`config.mk`:
```
export PLATFORM = sky130hd
export DESIGN_NAME = rv_core_top
export DESIGN_NICKNAME = d
export VERILOG_FILES = /design/src/rtl/rv_pkg.sv /design/src/rtl/rv_core_top.sv /design/src/rtl/rv_decoder.sv /design/src/rtl/rv_execute.sv /design/src/rtl/rv_fetch.sv /design/src/rtl/rv_lsu.sv /design/src/rtl/rv_regfile.sv
export VERILOG_INCLUDE_DIRS = /design/src /design/src/rtl
export SDC_FILE = /design/constraint.sdc
export NUM_CORES = 2
export LEC_CHECK = 0
export ABC_AREA = 0
export BUFFER_PORTS_ARGS = -buffer_cell sky130_fd_sc_hd__buf_4
export CAP_MARGIN = 20
export CORE_ASPECT_RATIO = 2
export CORE_MARGIN = 2
export CORE_UTILIZATION = 66
export DETAILED_ROUTE_END_ITERATION = 12
export MAX_ROUTING_LAYER = met4
export PLACE_DENSITY_LB_ADDON = 0.3
export SLEW_MARGIN = 20
export SYNTH_ARGS = -nofsm -noshare
export SYNTH_HDL_FRONTEND = slang
export SYNTH_HIERARCHICAL = 1
export SYNTH_SLANG_ARGS = --single-unit
```
`constraint.sdc`:
```
create_clock -name clk_i -period 74.7 [get_ports clk_i]
set_input_delay 14.94 -clock clk_i [delete_from_list [all_inputs] [get_ports clk_i]]
set_output_delay 14.94 -clock clk_i [all_outputs]
set_load 0.02 [all_outputs]
```
`src/rtl/rv_cfg.svh`:
```
// core-wide widths, reset pc and rv32i opcodes, include wherever these constants are needed
`ifndef RV_CFG_SVH
`define RV_CFG_SVH

// datapath and register file sizing
`define RV_XLEN      32
`define RV_NREGS     32

// first fetch address after reset
`define RV_RESET_PC  32'h0000_0000

// rv32i base opcodes, instr[6:0]
`define RV_OP_LUI    7'b0110111
`define RV_OP_AUIPC  7'b0010111
`define RV_OP_JAL    7'b1101111
`define RV_OP_JALR   7'b1100111
`define RV_OP_BRANCH 7'b1100011
`define RV_OP_LOAD   7'b0000011
`define RV_OP_STORE  7'b0100011
`define RV_OP_ALUI   7'b0010011   // register-immediate alu ops
`define RV_OP_ALUR   7'b0110011   // register-register alu ops

`endif

```
`src/rtl/rv_pkg.sv`:
```
// shared types of the three-stage core, compile before every rtl module
`default_nettype none

`include "rv_cfg.svh"

package rv_pkg;

   typedef logic [`RV_XLEN-1:0]          word_t;
   typedef logic [$clog2(`RV_NREGS)-1:0] reg_idx_t;
   typedef logic [2:0]                   funct3_t;
   typedef logic [`RV_XLEN/8-1:0]        byte_mask_t;

   typedef enum logic [3:0] {
      alu_add, alu_sub, alu_sll, alu_slt, alu_sltu, alu_xor,
      alu_srl, alu_sra, alu_or, alu_and, alu_pass_b   // pass_b for lui
   } alu_op_e;

   typedef enum logic [1:0] {
      wb_alu, wb_load, wb_pc4
   } wb_sel_e;

   // fetch to decode/execute
   typedef struct packed {
      logic  valid;
      word_t instr;
      word_t pc;
   } fd_reg_t;

   typedef struct packed {
      logic    reg_write;
      logic    mem_write;
      logic    mem_read;
      logic    branch;
      logic    jump;
      logic    jump_reg;    // jalr, target from rs1
      logic    src_a_pc;
      logic    src_b_imm;
      alu_op_e alu_op;
      wb_sel_e wb_sel;
   } ctrl_t;

   // decode/execute to memory/writeback
   typedef struct packed {
      logic     valid;
      logic     reg_write;
      logic     mem_write;
      logic     mem_read;
      wb_sel_e  wb_sel;
      funct3_t  funct3;      // load/store size and sign
      reg_idx_t rd;
      word_t    alu_result;  // also the memory address
      word_t    store_data;
      word_t    pc_plus_4;
   } em_reg_t;

endpackage

`default_nettype wire

```
`src/rtl/rv_core_top.sv`:
```
// three-stage rv32i core top, connects the stages to external instruction and data memory
`default_nettype none

module rv_core_top (
   input  wire logic           clk_i,
   input  wire logic           t_intr,
   output rv_pkg::word_t       imem_addr_o,
   input  rv_pkg::word_t       imem_rdata_i,
   output rv_pkg::word_t       dmem_addr_o,
   output logic                dmem_we_o,
   output logic                dmem_re_o,
   output rv_pkg::byte_mask_t  dmem_be_o,
   output rv_pkg::word_t       dmem_wdata_o,
   input  rv_pkg::word_t       dmem_rdata_i
);

   import rv_pkg::*;

   fd_reg_t  fd;
   em_reg_t  em;
   logic     stall;
   logic     redirect;
   word_t    target;
   word_t    rs_a;
   word_t    rs_b;
   logic     rf_we;
   reg_idx_t rf_waddr;
   word_t    rf_wdata;

   rv_fetch u_fetch (
      .clk_i        (clk_i),
      .t_intr       (t_intr),
      .stall_i      (stall),
      .redirect_i   (redirect),
      .target_i     (target),
      .imem_addr_o  (imem_addr_o),
      .imem_rdata_i (imem_rdata_i),
      .fd_o         (fd)
   );

   // rs1/rs2 fields straight from the decode word
   rv_regfile u_regfile (
      .clk_i     (clk_i),
      .t_intr    (t_intr),
      .raddr_a_i (fd.instr[19:15]),
      .raddr_b_i (fd.instr[24:20]),
      .rdata_a_o (rs_a),
      .rdata_b_o (rs_b),
      .we_i      (rf_we),
      .waddr_i   (rf_waddr),
      .wdata_i   (rf_wdata)
   );

   rv_execute u_execute (
      .clk_i      (clk_i),
      .t_intr     (t_intr),
      .fd_i       (fd),
      .rs_a_i     (rs_a),
      .rs_b_i     (rs_b),
      .em_i       (em),      // fed back for forwarding and hazards
      .em_o       (em),
      .stall_o    (stall),
      .redirect_o (redirect),
      .target_o   (target)
   );

   rv_lsu u_lsu (
      .em_i         (em),
      .dmem_addr_o  (dmem_addr_o),
      .dmem_we_o    (dmem_we_o),
      .dmem_re_o    (dmem_re_o),
      .dmem_be_o    (dmem_be_o),
      .dmem_wdata_o (dmem_wdata_o),
      .dmem_rdata_i (dmem_rdata_i),
      .rf_we_o      (rf_we),
      .rf_waddr_o   (rf_waddr),
      .rf_wdata_o   (rf_wdata)
   );

endmodule

`default_nettype wire

```
`src/rtl/rv_decoder.sv`:
```
// combinational rv32i decoder for the decode/execute stage, used inside the execute stage
`default_nettype none

`include "rv_cfg.svh"

module rv_decoder (
   input  rv_pkg::word_t instr_i,
   output rv_pkg::ctrl_t ctrl_o,
   output rv_pkg::word_t imm_o
);

   import rv_pkg::*;

   logic [6:0] opcode;
   funct3_t    funct3;
   logic       f7b5;
   logic       is_alur;
   alu_op_e    alu_fn;
   word_t      imm_i;
   word_t      imm_s;
   word_t      imm_b;
   word_t      imm_u;
   word_t      imm_j;

   assign opcode  = instr_i[6:0];
   assign funct3  = instr_i[14:12];
   assign f7b5    = instr_i[30];
   assign is_alur = (opcode == `RV_OP_ALUR);

   // immediate formats
   assign imm_i = {{20{instr_i[31]}}, instr_i[31:20]};
   assign imm_s = {{20{instr_i[31]}}, instr_i[31:25], instr_i[11:7]};
   assign imm_b = {{19{instr_i[31]}}, instr_i[31], instr_i[7], instr_i[30:25],
                   instr_i[11:8], 1'b0};
   assign imm_u = {instr_i[31:12], 12'b0};
   assign imm_j = {{11{instr_i[31]}}, instr_i[31], instr_i[19:12], instr_i[20],
                   instr_i[30:21], 1'b0};

   // alu op from funct3, bit 30 picks sub only for register form
   always_comb begin
      case (funct3)
         3'b000:  alu_fn = (is_alur && f7b5) ? alu_sub : alu_add;
         3'b001:  alu_fn = alu_sll;
         3'b010:  alu_fn = alu_slt;
         3'b011:  alu_fn = alu_sltu;
         3'b100:  alu_fn = alu_xor;
         3'b101:  alu_fn = f7b5 ? alu_sra : alu_srl;   // srai uses bit 30 too
         3'b110:  alu_fn = alu_or;
         default: alu_fn = alu_and;
      endcase
   end

   always_comb begin
      ctrl_o        = '0;   // unknown opcode falls through as a no-op
      ctrl_o.alu_op = alu_add;
      ctrl_o.wb_sel = wb_alu;
      imm_o         = imm_i;
      case (opcode)
         `RV_OP_LUI: begin
            ctrl_o.reg_write = 1'b1;
            ctrl_o.src_b_imm = 1'b1;
            ctrl_o.alu_op    = alu_pass_b;
            imm_o            = imm_u;
         end
         `RV_OP_AUIPC: begin
            ctrl_o.reg_write = 1'b1;
            ctrl_o.src_a_pc  = 1'b1;
            ctrl_o.src_b_imm = 1'b1;
            imm_o            = imm_u;
         end
         `RV_OP_JAL: begin
            ctrl_o.reg_write = 1'b1;
            ctrl_o.jump      = 1'b1;
            ctrl_o.wb_sel    = wb_pc4;
            imm_o            = imm_j;
         end
         `RV_OP_JALR: begin
            ctrl_o.reg_write = 1'b1;
            ctrl_o.jump      = 1'b1;
            ctrl_o.jump_reg  = 1'b1;
            ctrl_o.wb_sel    = wb_pc4;
         end
         `RV_OP_BRANCH: begin
            ctrl_o.branch = 1'b1;
            imm_o         = imm_b;
         end
         `RV_OP_LOAD: begin
            ctrl_o.reg_write = 1'b1;
            ctrl_o.mem_read  = 1'b1;
            ctrl_o.src_b_imm = 1'b1;
            ctrl_o.wb_sel    = wb_load;
         end
         `RV_OP_STORE: begin
            ctrl_o.mem_write = 1'b1;
            ctrl_o.src_b_imm = 1'b1;
            imm_o            = imm_s;
         end
         `RV_OP_ALUI: begin
            ctrl_o.reg_write = 1'b1;
            ctrl_o.src_b_imm = 1'b1;
            ctrl_o.alu_op    = alu_fn;
         end
         `RV_OP_ALUR: begin
            ctrl_o.reg_write = 1'b1;
            ctrl_o.alu_op    = alu_fn;
         end
         default: ;
      endcase
   end

endmodule

`default_nettype wire

```
`src/rtl/rv_execute.sv`:
```
// decode/execute stage with forwarding, alu, branch resolve and load-use stall for the core top
`default_nettype none

module rv_execute (
   input  wire logic       clk_i,
   input  wire logic       t_intr,
   input  rv_pkg::fd_reg_t fd_i,
   input  rv_pkg::word_t   rs_a_i,
   input  rv_pkg::word_t   rs_b_i,
   input  rv_pkg::em_reg_t em_i,     // instruction now in memory/writeback
   output rv_pkg::em_reg_t em_o,
   output logic            stall_o,
   output logic            redirect_o,
   output rv_pkg::word_t   target_o
);

   import rv_pkg::*;

   ctrl_t    ctrl;
   word_t    imm;
   reg_idx_t rs1;
   reg_idx_t rs2;
   word_t    fwd_val;
   logic     fwd_ok;
   word_t    op_a;
   word_t    op_b;
   word_t    alu_a;
   word_t    alu_b;
   word_t    alu_res;
   word_t    jalr_sum;
   logic     br_cond;
   em_reg_t  em_q;

   rv_decoder u_decoder (
      .instr_i (fd_i.instr),
      .ctrl_o  (ctrl),
      .imm_o   (imm)
   );

   assign rs1 = fd_i.instr[19:15];
   assign rs2 = fd_i.instr[24:20];

   // loads are left to the stall and links forward pc+4
   assign fwd_ok  = em_i.valid && em_i.reg_write && (em_i.wb_sel != wb_load) && (em_i.rd != '0);
   assign fwd_val = (em_i.wb_sel == wb_pc4) ? em_i.pc_plus_4 : em_i.alu_result;
   assign op_a    = (fwd_ok && em_i.rd == rs1) ? fwd_val : rs_a_i;
   assign op_b    = (fwd_ok && em_i.rd == rs2) ? fwd_val : rs_b_i;

   assign alu_a = ctrl.src_a_pc ? fd_i.pc : op_a;
   assign alu_b = ctrl.src_b_imm ? imm : op_b;

   always_comb begin
      case (ctrl.alu_op)
         alu_sub:  alu_res = alu_a - alu_b;
         alu_sll:  alu_res = alu_a << alu_b[4:0];
         alu_slt:  alu_res = word_t'($signed(alu_a) < $signed(alu_b));
         alu_sltu: alu_res = word_t'(alu_a < alu_b);
         alu_xor:  alu_res = alu_a ^ alu_b;
         alu_srl:  alu_res = alu_a >> alu_b[4:0];
         alu_sra:  alu_res = word_t'($signed(alu_a) >>> alu_b[4:0]);
         alu_or:   alu_res = alu_a | alu_b;
         alu_and:  alu_res = alu_a & alu_b;
         alu_pass_b: alu_res = alu_b;
         default:  alu_res = alu_a + alu_b;
      endcase
   end

   always_comb begin
      case (fd_i.instr[14:12])
         3'b000:  br_cond = (op_a == op_b);
         3'b001:  br_cond = (op_a != op_b);
         3'b100:  br_cond = ($signed(op_a) < $signed(op_b));
         3'b101:  br_cond = ($signed(op_a) >= $signed(op_b));
         3'b110:  br_cond = (op_a < op_b);
         3'b111:  br_cond = (op_a >= op_b);
         default: br_cond = 1'b0;
      endcase
   end

   // load data comes too late to forward so decode waits a cycle
   assign stall_o = em_i.valid && em_i.mem_read && (em_i.rd != '0)
                    && (em_i.rd == rs1 || em_i.rd == rs2);

   assign redirect_o = !stall_o && (ctrl.jump || (ctrl.branch && br_cond));

   assign jalr_sum = op_a + imm;
   assign target_o = ctrl.jump_reg ? {jalr_sum[$bits(word_t)-1:1], 1'b0} : fd_i.pc + imm;

   always_ff @(posedge clk_i or posedge t_intr) begin
      if (t_intr) begin
         em_q <= '0;
      end else if (stall_o || !fd_i.valid) begin
         em_q <= '0;   // bubble
      end else begin
         em_q.valid      <= 1'b1;
         em_q.reg_write  <= ctrl.reg_write;
         em_q.mem_write  <= ctrl.mem_write;
         em_q.mem_read   <= ctrl.mem_read;
         em_q.wb_sel     <= ctrl.wb_sel;
         em_q.funct3     <= fd_i.instr[14:12];
         em_q.rd         <= fd_i.instr[11:7];
         em_q.alu_result <= alu_res;
         em_q.store_data <= op_b;
         em_q.pc_plus_4  <= fd_i.pc + 32'd4;
      end
   end

   assign em_o = em_q;

   // a squashed fd holds an all-zero word that decodes to no control
   a_no_ctrl_on_bubble : assert property (@(posedge clk_i) disable iff (t_intr)
      !fd_i.valid |-> !(redirect_o || stall_o));

   // decoder and pipeline register agree that stores never write back
   a_store_no_wb : assert property (@(posedge clk_i) disable iff (t_intr)
      em_o.valid |-> !(em_o.mem_write && em_o.reg_write));

endmodule

`default_nettype wire

```
`src/rtl/rv_fetch.sv`:
```
// fetch stage, owns the pc and the fetch-to-decode register, instantiated by the core top
`default_nettype none

`include "rv_cfg.svh"

module rv_fetch (
   input  wire logic            clk_i,
   input  wire logic            t_intr,
   input  wire logic            stall_i,
   input  wire logic            redirect_i,
   input  rv_pkg::word_t        target_i,
   output rv_pkg::word_t        imem_addr_o,
   input  rv_pkg::word_t        imem_rdata_i,
   output rv_pkg::fd_reg_t      fd_o
);

   import rv_pkg::*;

   word_t   pc_q;
   word_t   pc_next;
   fd_reg_t fd_q;

   // redirect wins, a stalled branch never redirects
   always_comb begin
      if (redirect_i) begin
         pc_next = target_i;
      end else if (stall_i) begin
         pc_next = pc_q;   // load-use hold
      end else begin
         pc_next = pc_q + 32'd4;
      end
   end

   always_ff @(posedge clk_i or posedge t_intr) begin
      if (t_intr) begin
         pc_q <= `RV_RESET_PC;
      end else begin
         pc_q <= pc_next;
      end
   end

   always_ff @(posedge clk_i or posedge t_intr) begin
      if (t_intr) begin
         fd_q <= '0;
      end else if (redirect_i) begin
         fd_q <= '0;                   // squash the wrong-path fetch
      end else if (!stall_i) begin
         fd_q <= '{valid: 1'b1, instr: imem_rdata_i, pc: pc_q};
      end
   end

   assign imem_addr_o = pc_q;
   assign fd_o        = fd_q;

endmodule

`default_nettype wire

```
`src/rtl/rv_lsu.sv`:
```
// memory/writeback stage, drives the data memory port and the register file write
`default_nettype none

module rv_lsu (
   input  rv_pkg::em_reg_t    em_i,
   output rv_pkg::word_t      dmem_addr_o,
   output logic               dmem_we_o,
   output logic               dmem_re_o,
   output rv_pkg::byte_mask_t dmem_be_o,
   output rv_pkg::word_t      dmem_wdata_o,
   input  rv_pkg::word_t      dmem_rdata_i,
   output logic               rf_we_o,
   output rv_pkg::reg_idx_t   rf_waddr_o,
   output rv_pkg::word_t      rf_wdata_o
);

   import rv_pkg::*;

   logic [1:0] offs;      // byte offset in the word
   byte_mask_t st_mask;
   word_t      shifted;
   word_t      load_val;

   assign offs        = em_i.alu_result[1:0];
   assign dmem_addr_o = {em_i.alu_result[$bits(word_t)-1:2], 2'b00};
   assign dmem_we_o   = em_i.valid && em_i.mem_write;
   assign dmem_re_o   = em_i.valid && em_i.mem_read;

   // replicate store data, mask picks the lanes
   always_comb begin
      case (em_i.funct3[1:0])
         2'b00: begin
            dmem_wdata_o = {4{em_i.store_data[7:0]}};
            st_mask      = 4'b0001 << offs;
         end
         2'b01: begin
            dmem_wdata_o = {2{em_i.store_data[15:0]}};
            st_mask      = 4'b0011 << {offs[1], 1'b0};
         end
         default: begin
            dmem_wdata_o = em_i.store_data;
            st_mask      = 4'b1111;
         end
      endcase
   end

   assign dmem_be_o = dmem_we_o ? st_mask : '0;

   assign shifted = dmem_rdata_i >> {offs, 3'b000};

   always_comb begin
      case (em_i.funct3)
         3'b000:  load_val = {{24{shifted[7]}}, shifted[7:0]};     // lb
         3'b001:  load_val = {{16{shifted[15]}}, shifted[15:0]};   // lh
         3'b100:  load_val = {24'b0, shifted[7:0]};                // lbu
         3'b101:  load_val = {16'b0, shifted[15:0]};               // lhu
         default: load_val = dmem_rdata_i;
      endcase
   end

   assign rf_we_o    = em_i.valid && em_i.reg_write;
   assign rf_waddr_o = em_i.rd;

   always_comb begin
      case (em_i.wb_sel)
         wb_load: rf_wdata_o = load_val;
         wb_pc4:  rf_wdata_o = em_i.pc_plus_4;   // jal/jalr link
         default: rf_wdata_o = em_i.alu_result;
      endcase
   end

endmodule

`default_nettype wire

```
`src/rtl/rv_regfile.sv`:
```
// integer register file with write-through read ports, instantiated by the core top
`default_nettype none

`include "rv_cfg.svh"

module rv_regfile (
   input  wire logic       clk_i,
   input  wire logic       t_intr,
   input  rv_pkg::reg_idx_t raddr_a_i,
   input  rv_pkg::reg_idx_t raddr_b_i,
   output rv_pkg::word_t    rdata_a_o,
   output rv_pkg::word_t    rdata_b_o,
   input  wire logic       we_i,
   input  rv_pkg::reg_idx_t waddr_i,
   input  rv_pkg::word_t    wdata_i
);

   import rv_pkg::*;

   word_t regs [0:`RV_NREGS-1];
   logic  wr_live;   // a real write this cycle, x0 excluded

   assign wr_live = we_i && (waddr_i != '0);

   always_ff @(posedge clk_i or posedge t_intr) begin
      if (t_intr) begin
         for (int i = 0; i < `RV_NREGS; i++) begin
            regs[i] <= '0;
         end
      end else if (wr_live) begin
         regs[waddr_i] <= wdata_i;
      end
   end

   // writeback value seen by decode in the same cycle
   assign rdata_a_o = (wr_live && waddr_i == raddr_a_i) ? wdata_i : regs[raddr_a_i];
   assign rdata_b_o = (wr_live && waddr_i == raddr_b_i) ? wdata_i : regs[raddr_b_i];

   // x0 storage must never pick up a writeback
   a_x0_zero : assert property (@(posedge clk_i) disable iff (t_intr) regs[0] == '0);

endmodule

`default_nettype wire

```
==> results of run 1 <==
-- synthesized netlist by cell type (28+ instances only) --
| master | instances | share of area [%] |
|---|---|---|
| buf_4 | 79 | 0.75 |
| nor2_1 | 392 | 1.9 |
| nor2b_1 | 35 | 0.28 |
| mux4_2 | 514 | 15 |
| o21bai_1 | 33 | 0.31 |
| nand4_1 | 29 | 0.23 |
| nor4_1 | 73 | 0.58 |
| a21o_1 | 72 | 0.68 |
| ha_1 | 193 | 3.0 |
| buf_1 | 48 | 0.23 |
| nor3_1 | 83 | 0.52 |
| mux2_2 | 1092 | 16 |
| o211ai_1 | 28 | 0.27 |
| a31oi_1 | 40 | 0.32 |
| a221oi_1 | 35 | 0.39 |
| o31ai_1 | 34 | 0.32 |
| o21ai_0 | 231 | 1.5 |
| mux2i_1 | 255 | 3.2 |
| or3_1 | 31 | 0.24 |
| inv_1 | 132 | 0.63 |
| dfrtp_1 | 1231 | 39 |
| xor2_1 | 59 | 0.65 |
| clkbuf_1 | 341 | 1.6 |
| buf_2 | 194 | 1.2 |
| xnor2_1 | 103 | 1.1 |
| nand3_1 | 72 | 0.45 |
| a22oi_1 | 55 | 0.52 |
| a21oi_1 | 259 | 1.6 |
| and3_1 | 41 | 0.32 |
| nand2_1 | 317 | 1.5 |
| o22ai_1 | 275 | 2.2 |
-- routing by layer --
metal,global-route usage (%)
met4,61.5
met2,83.5
met5,-
met3,21.8
met1,58.1
-- kinds of logic after synthesis --
family,share of synthesized area (%)
AO/OA/AOI/OAI,10.8
flip-flops,38.9
buffers and inverters,4.61
XOR/XNOR,1.79
multiplexers,33.4
other,0.00473
AND/OR/NAND/NOR,7.40
adder cells (fa/ha/maj),3.12
-- stage by stage --
stage	cells	util [%]	hold slack, ps	setup WS [ps]	cell area (um^2)
after global routing	8296	71.7	412	52440	85500
after detailed placement	8065	68.6	383	52280	81700
after floorplan	6775	-	441	30940	79300
after global placement	8062	68.5	376	52370	81600
after CTS	8257	71.5	399	53060	85200
==> impl_metrics.py, run 1 <==
metrics = {
    "clock_tree": {
        "cts_buffers": 105,
        "post_cts_resized": 0,
        "clockBufferDepth": 3,
        "clockRootBuffer": "clkbuf_16",
        "cts_hold_buf": 0,
        "cts.sinks": 1231,
        "post_cts_buffers": 0,
        "cts_htree_levels": 3,
    },
    "run_status": {
        "error_line": "[ERROR DRT-0255] Maze Route cannot find path of net u_regfile/net590 in worker of routeBox ( 241500 193200 ) ( 249040 241500 ).",
        "status": "aborted with a tool error",
        "lastStage": "5_2_route",
    },
    "yosys": {
        "synth_cell_types": 109,
        "synth_seq_cells": 1231,
        "synth_flop_cell": "dfrtp_1",
        "ys_seq_area_share_pct": 38.9,
        "synth-async-reset-ratio_pct": 100,
        "syn_avg_cell_area_um2": 11.7,
        "synth_cells": 6774,
        "ys_warn_count": 6,
        "synth_area_um2": 79300,
        "synth_edf_count": 0,
    },
    "placement": {
        "hpwl_um": 227000,
        "portBuffers": 165,
        "place.gp.congestion": 1.13,
    },
    "global_routing": {
        "antenna_found_initial": 44,
        "grt_overflow": 0,
        "grt_max_degree": 184,
        "grt_usage_pct": 57.9,
        "grt_pass1_wl_um": 491000,
        "grt_pass1_vias": 68400,
    },
    "floorplanning": {
        "num_rows": 179,
        "die_h_um": 494,
        "initial_core_util_pct": 66.5,
        "die_w_um": 249,
        "ios": 168,
    },
}
==> run 2, diff against run 1 <==
--- a/config.mk
+++ b/config.mk
@@ -9,12 +9,10 @@
 export ABC_AREA = 0
 export BUFFER_PORTS_ARGS = -buffer_cell sky130_fd_sc_hd__buf_4
 export CAP_MARGIN = 20
-export CORE_ASPECT_RATIO = 2
 export CORE_MARGIN = 2
-export CORE_UTILIZATION = 66
+export CORE_UTILIZATION = 40
 export DETAILED_ROUTE_END_ITERATION = 12
-export MAX_ROUTING_LAYER = met4
-export PLACE_DENSITY_LB_ADDON = 0.3
+export PLACE_DENSITY_LB_ADDON = 0.15
 export SLEW_MARGIN = 20
 export SYNTH_ARGS = -nofsm -noshare
 export SYNTH_HDL_FRONTEND = slang
==> run 2 against run 1 <==
Against the previous run: the flow now finishes without violations; global-route usage is 26 points lower; synthesized cell count stayed put; synthesized area stayed put.
==> impl_metrics.py, run 2 <==
metrics = {
    "critical_path": {
        "critPathLaunchType": "input pin",
        "critPathArrivalTime_ps": 21980,
        "cp_top_family": "compound AO/OA/AOI/OAI gates",
        "crit_path_max_incr_delay_ps": 780,
        "worst-r2r-cell-count": 23,
        "required_ps": 75390,
        "cp_max_fo": 28,
        "reg2reg_from": "u_fetch/fd_o[47]",
        "worstPathCellList": "buf_4, mux2i_1, a2bb2oi_2, a2bb2oi_4, buf_4, o21ai_2, inv_1, or4b_2, o41ai_1, mux2i_1, ha_1, nand2_1, nor3_1, nand2_1, nor3_1, nand3_1, nor4b_1, nand2b_1, o22ai_1, o211ai_1, a32o_4, clkinv_1, o211ai_1, nand3_1",
        "path_class": "input pin to flop",
        "worstReg2RegEnd": "u_fetch/imem_addr_o[26]",
        "cp_num_cells": 24,
        "worst-path-buf-inv": 4,
        "slowest_stage": "o21ai_2",
        "ff2ff_setup_slack_ps": 64560,
        "end_kind": "flop",
    },
    "yosys": {
        "synth_area_um2": 79300,
        "synth_most_common_cell": "dfrtp_1",
        "synth_flop_cell": "dfrtp_1",
        "synth.top_cells.by_count": "dfrtp_1 (1231), mux2_2 (1092), mux4_2 (514)",
        "synth_seq_cells": 1231,
        "syn_avg_cell_area_um2": 11.7,
        "synth.top_cell.area_share_pct": 38.9,
        "synth.area.top_cells": "dfrtp_1 (39%), mux2_2 (16%), mux4_2 (15%)",
        "synth_cell_types": 109,
        "ys_seq_area_share_pct": 38.9,
        "ys_warn_count": 6,
        "synth_cells": 6774,
        "synth-async-reset-ratio_pct": 100,
        "synth_edf_count": 0,
        "synth_largest_area_cell": "dfrtp_1",
    },
    "routing": {
        "vias": 61500,
        "drt-total-wl_um": 333000,
        "vias_per_cell": 6.53,
        "drc": 0,
        "wl_per_cell_um": 35.3,
        "first_pass_iters": 8,
        "first_iter_violations": 6315,
        "ant_nets": 0,
    },
    "power_and_ir_drop": {
        "peakVddDrop_mv": 0.0234,
        "leakage_nw": 33.7,
        "power_density_nw_per_um2": 27.4,
    },
    "clock_tree": {
        "tritoncts": "done",
        "cts_htree_levels": 4,
        "clockBufferDepth": 3,
        "cts.sinks": 1231,
        "post_cts_resized": 0,
        "path_clk_slew_ps": 60,
        "cts_hold_buf": 0,
        "clockRootBuffer": "clkbuf_16",
        "cts_buffers": 144,
        "clk_latency_ps": 830,
        "post_cts_buffers": 0,
    },
    "finish": {
        "final-seq-area_um2": 30800,
        "n_fill_cell": 18300,
        "multi_input_area_um2": 45400,
        "fin_cells": 9424,
        "top_register": "u_regfile/regs",
        "fin_nets": 6928,
        "final_common_cell": "dfrtp_1",
        "final_cell_mix": "dfrtp_1 (1227), mux2_2 (1092), mux4_2 (514), buf_4 (409), nor2_1 (376)",
        "syn_to_final_growth_pct": 11.0,
        "drive_gt1_share_pct": 36.1,
        "largest_register_ffs": 1024,
    },
    "global_routing": {
        "grt_max_degree": 151,
        "grt_pass1_vias": 61100,
        "grt_usage_pct": 32.4,
        "antenna_found_initial": 23,
        "grt_overflow": 0,
        "grt_pass1_wl_um": 469000,
    },
    "sta": {
        "rsz0062_at_grt": "false",
        "tightestPinTransition_ps": 1330,
        "fin_crit_sh_pct": 28.5,
        "timing.fmax_ghz": 0.0470,
        "report.final.setup_viol": 0,
        "setup_slack_ps": 53410,
        "period_needed_ps": 21290,
        "hold_slack_ps": 392,
        "finalHoldViolCount": 0,
        "maxSlewHeadroom_pct": 11.6,
        "skew_ps": 40.5,
        "setup-tns-final_ps": 0,
        "drv_slew": 0,
    },
    "placement": {
        "pre_cts_ws_ps": 52630,
        "place.gp.congestion": 1.04,
        "portBuffers": 165,
        "hpwl_um": 219000,
        "dp.cells": 9158,
    },
    "floorplanning": {
        "coreArea_um2": 197000,
        "initial_core_util_pct": 40.2,
        "die_w_um": 449,
        "ios": 168,
        "num_rows": 163,
        "die-area_um2": 202000,
        "die_h_um": 449,
    },
    "hold_path": {
        "hold_class": "flop to flop",
        "hold_end": "u_regfile/regs[996]",
        "hp-start": "u_regfile/regs[996]",
        "hold_path_depth": 0,
    },
    "run_status": {
        "status": "complete, no violations",
    },
    "job": {
        "maxCapViolCount": 0,
    },
}
run 2: logic make-up after synthesis:
family / count (synthesis) / synth area share, %
buffers and inverters: 811 / 4.61
AO/OA/AOI/OAI: 1298 / 10.8
XOR/XNOR: 162 / 1.79
multiplexers: 1864 / 33.4
adder cells (fa/ha/maj): 196 / 3.12
AND/OR/NAND/NOR: 1211 / 7.40
other: 1 / 0.00473
flip-flops: 1231 / 38.9
run 2: how the worst max path moves through the flow:
stage	start	end	slack [ps]
after floorplan	t_intr	u_regfile/regs[0]	30940
after global placement	dmem_rdata_i[27]	u_execute/em_o[92]	52700
final	dmem_rdata_i[15]	u_fetch/imem_addr_o[26]	53410
after CTS	dmem_rdata_i[24]	u_execute/em_o[93]	53480
after detailed placement	dmem_rdata_i[24]	u_execute/em_o[93]	52630
after global routing	dmem_rdata_i[15]	u_fetch/imem_addr_o[20]	52790
run 2: per-stage QoR:
| stage | instance area [um^2] | power, mW | utilization, % |
|---|---|---|---|
| floorplan | 79300 | 1.35 | - |
| global route | 88000 | 2.50 | 44.6 |
| global placement | 83100 | 1.66 | 42.1 |
| detailed placement | 83100 | 1.67 | 42.1 |
| CTS | 87900 | 2.40 | 44.6 |
| finish | 88000 | 2.41 | 44.6 |
run 2: layout make-up:
cell class / instances / share of cell area, %
multi-input combinational: 4733 / 51.6
sequential: 1231 / 35.0
clock buffer: 218 / 4.89
tap: 2640 / 3.75
timing repair buffer: 416 / 3.60
inverter: 140 / 0.617
clock inverter: 36 / 0.522
antenna: 10 / 0.0284
run 2: where the power goes:
| part | internal, mW | total (mW) | switching, mW |
|---|---|---|---|
| clock | 0.423 | 0.725 | 0.302 |
| sequential | 0.747 | 0.863 | 0.116 |
| combinational | 0.306 | 0.823 | 0.517 |
run 2: metal layers:
layer | global-route usage [%] | share of wire, % | vias to the layer above
met5 | 0 | 0.027 | -
met4 | 20.1 | 7.1 | 14
met3 | 7.50 | 7.9 | 814
met2 | 50.7 | 46 | 2862
met1 | 40.5 | 39 | 32400
li1 | - | - | 25400
Note: power is estimated with default switching activity, not from simulation.
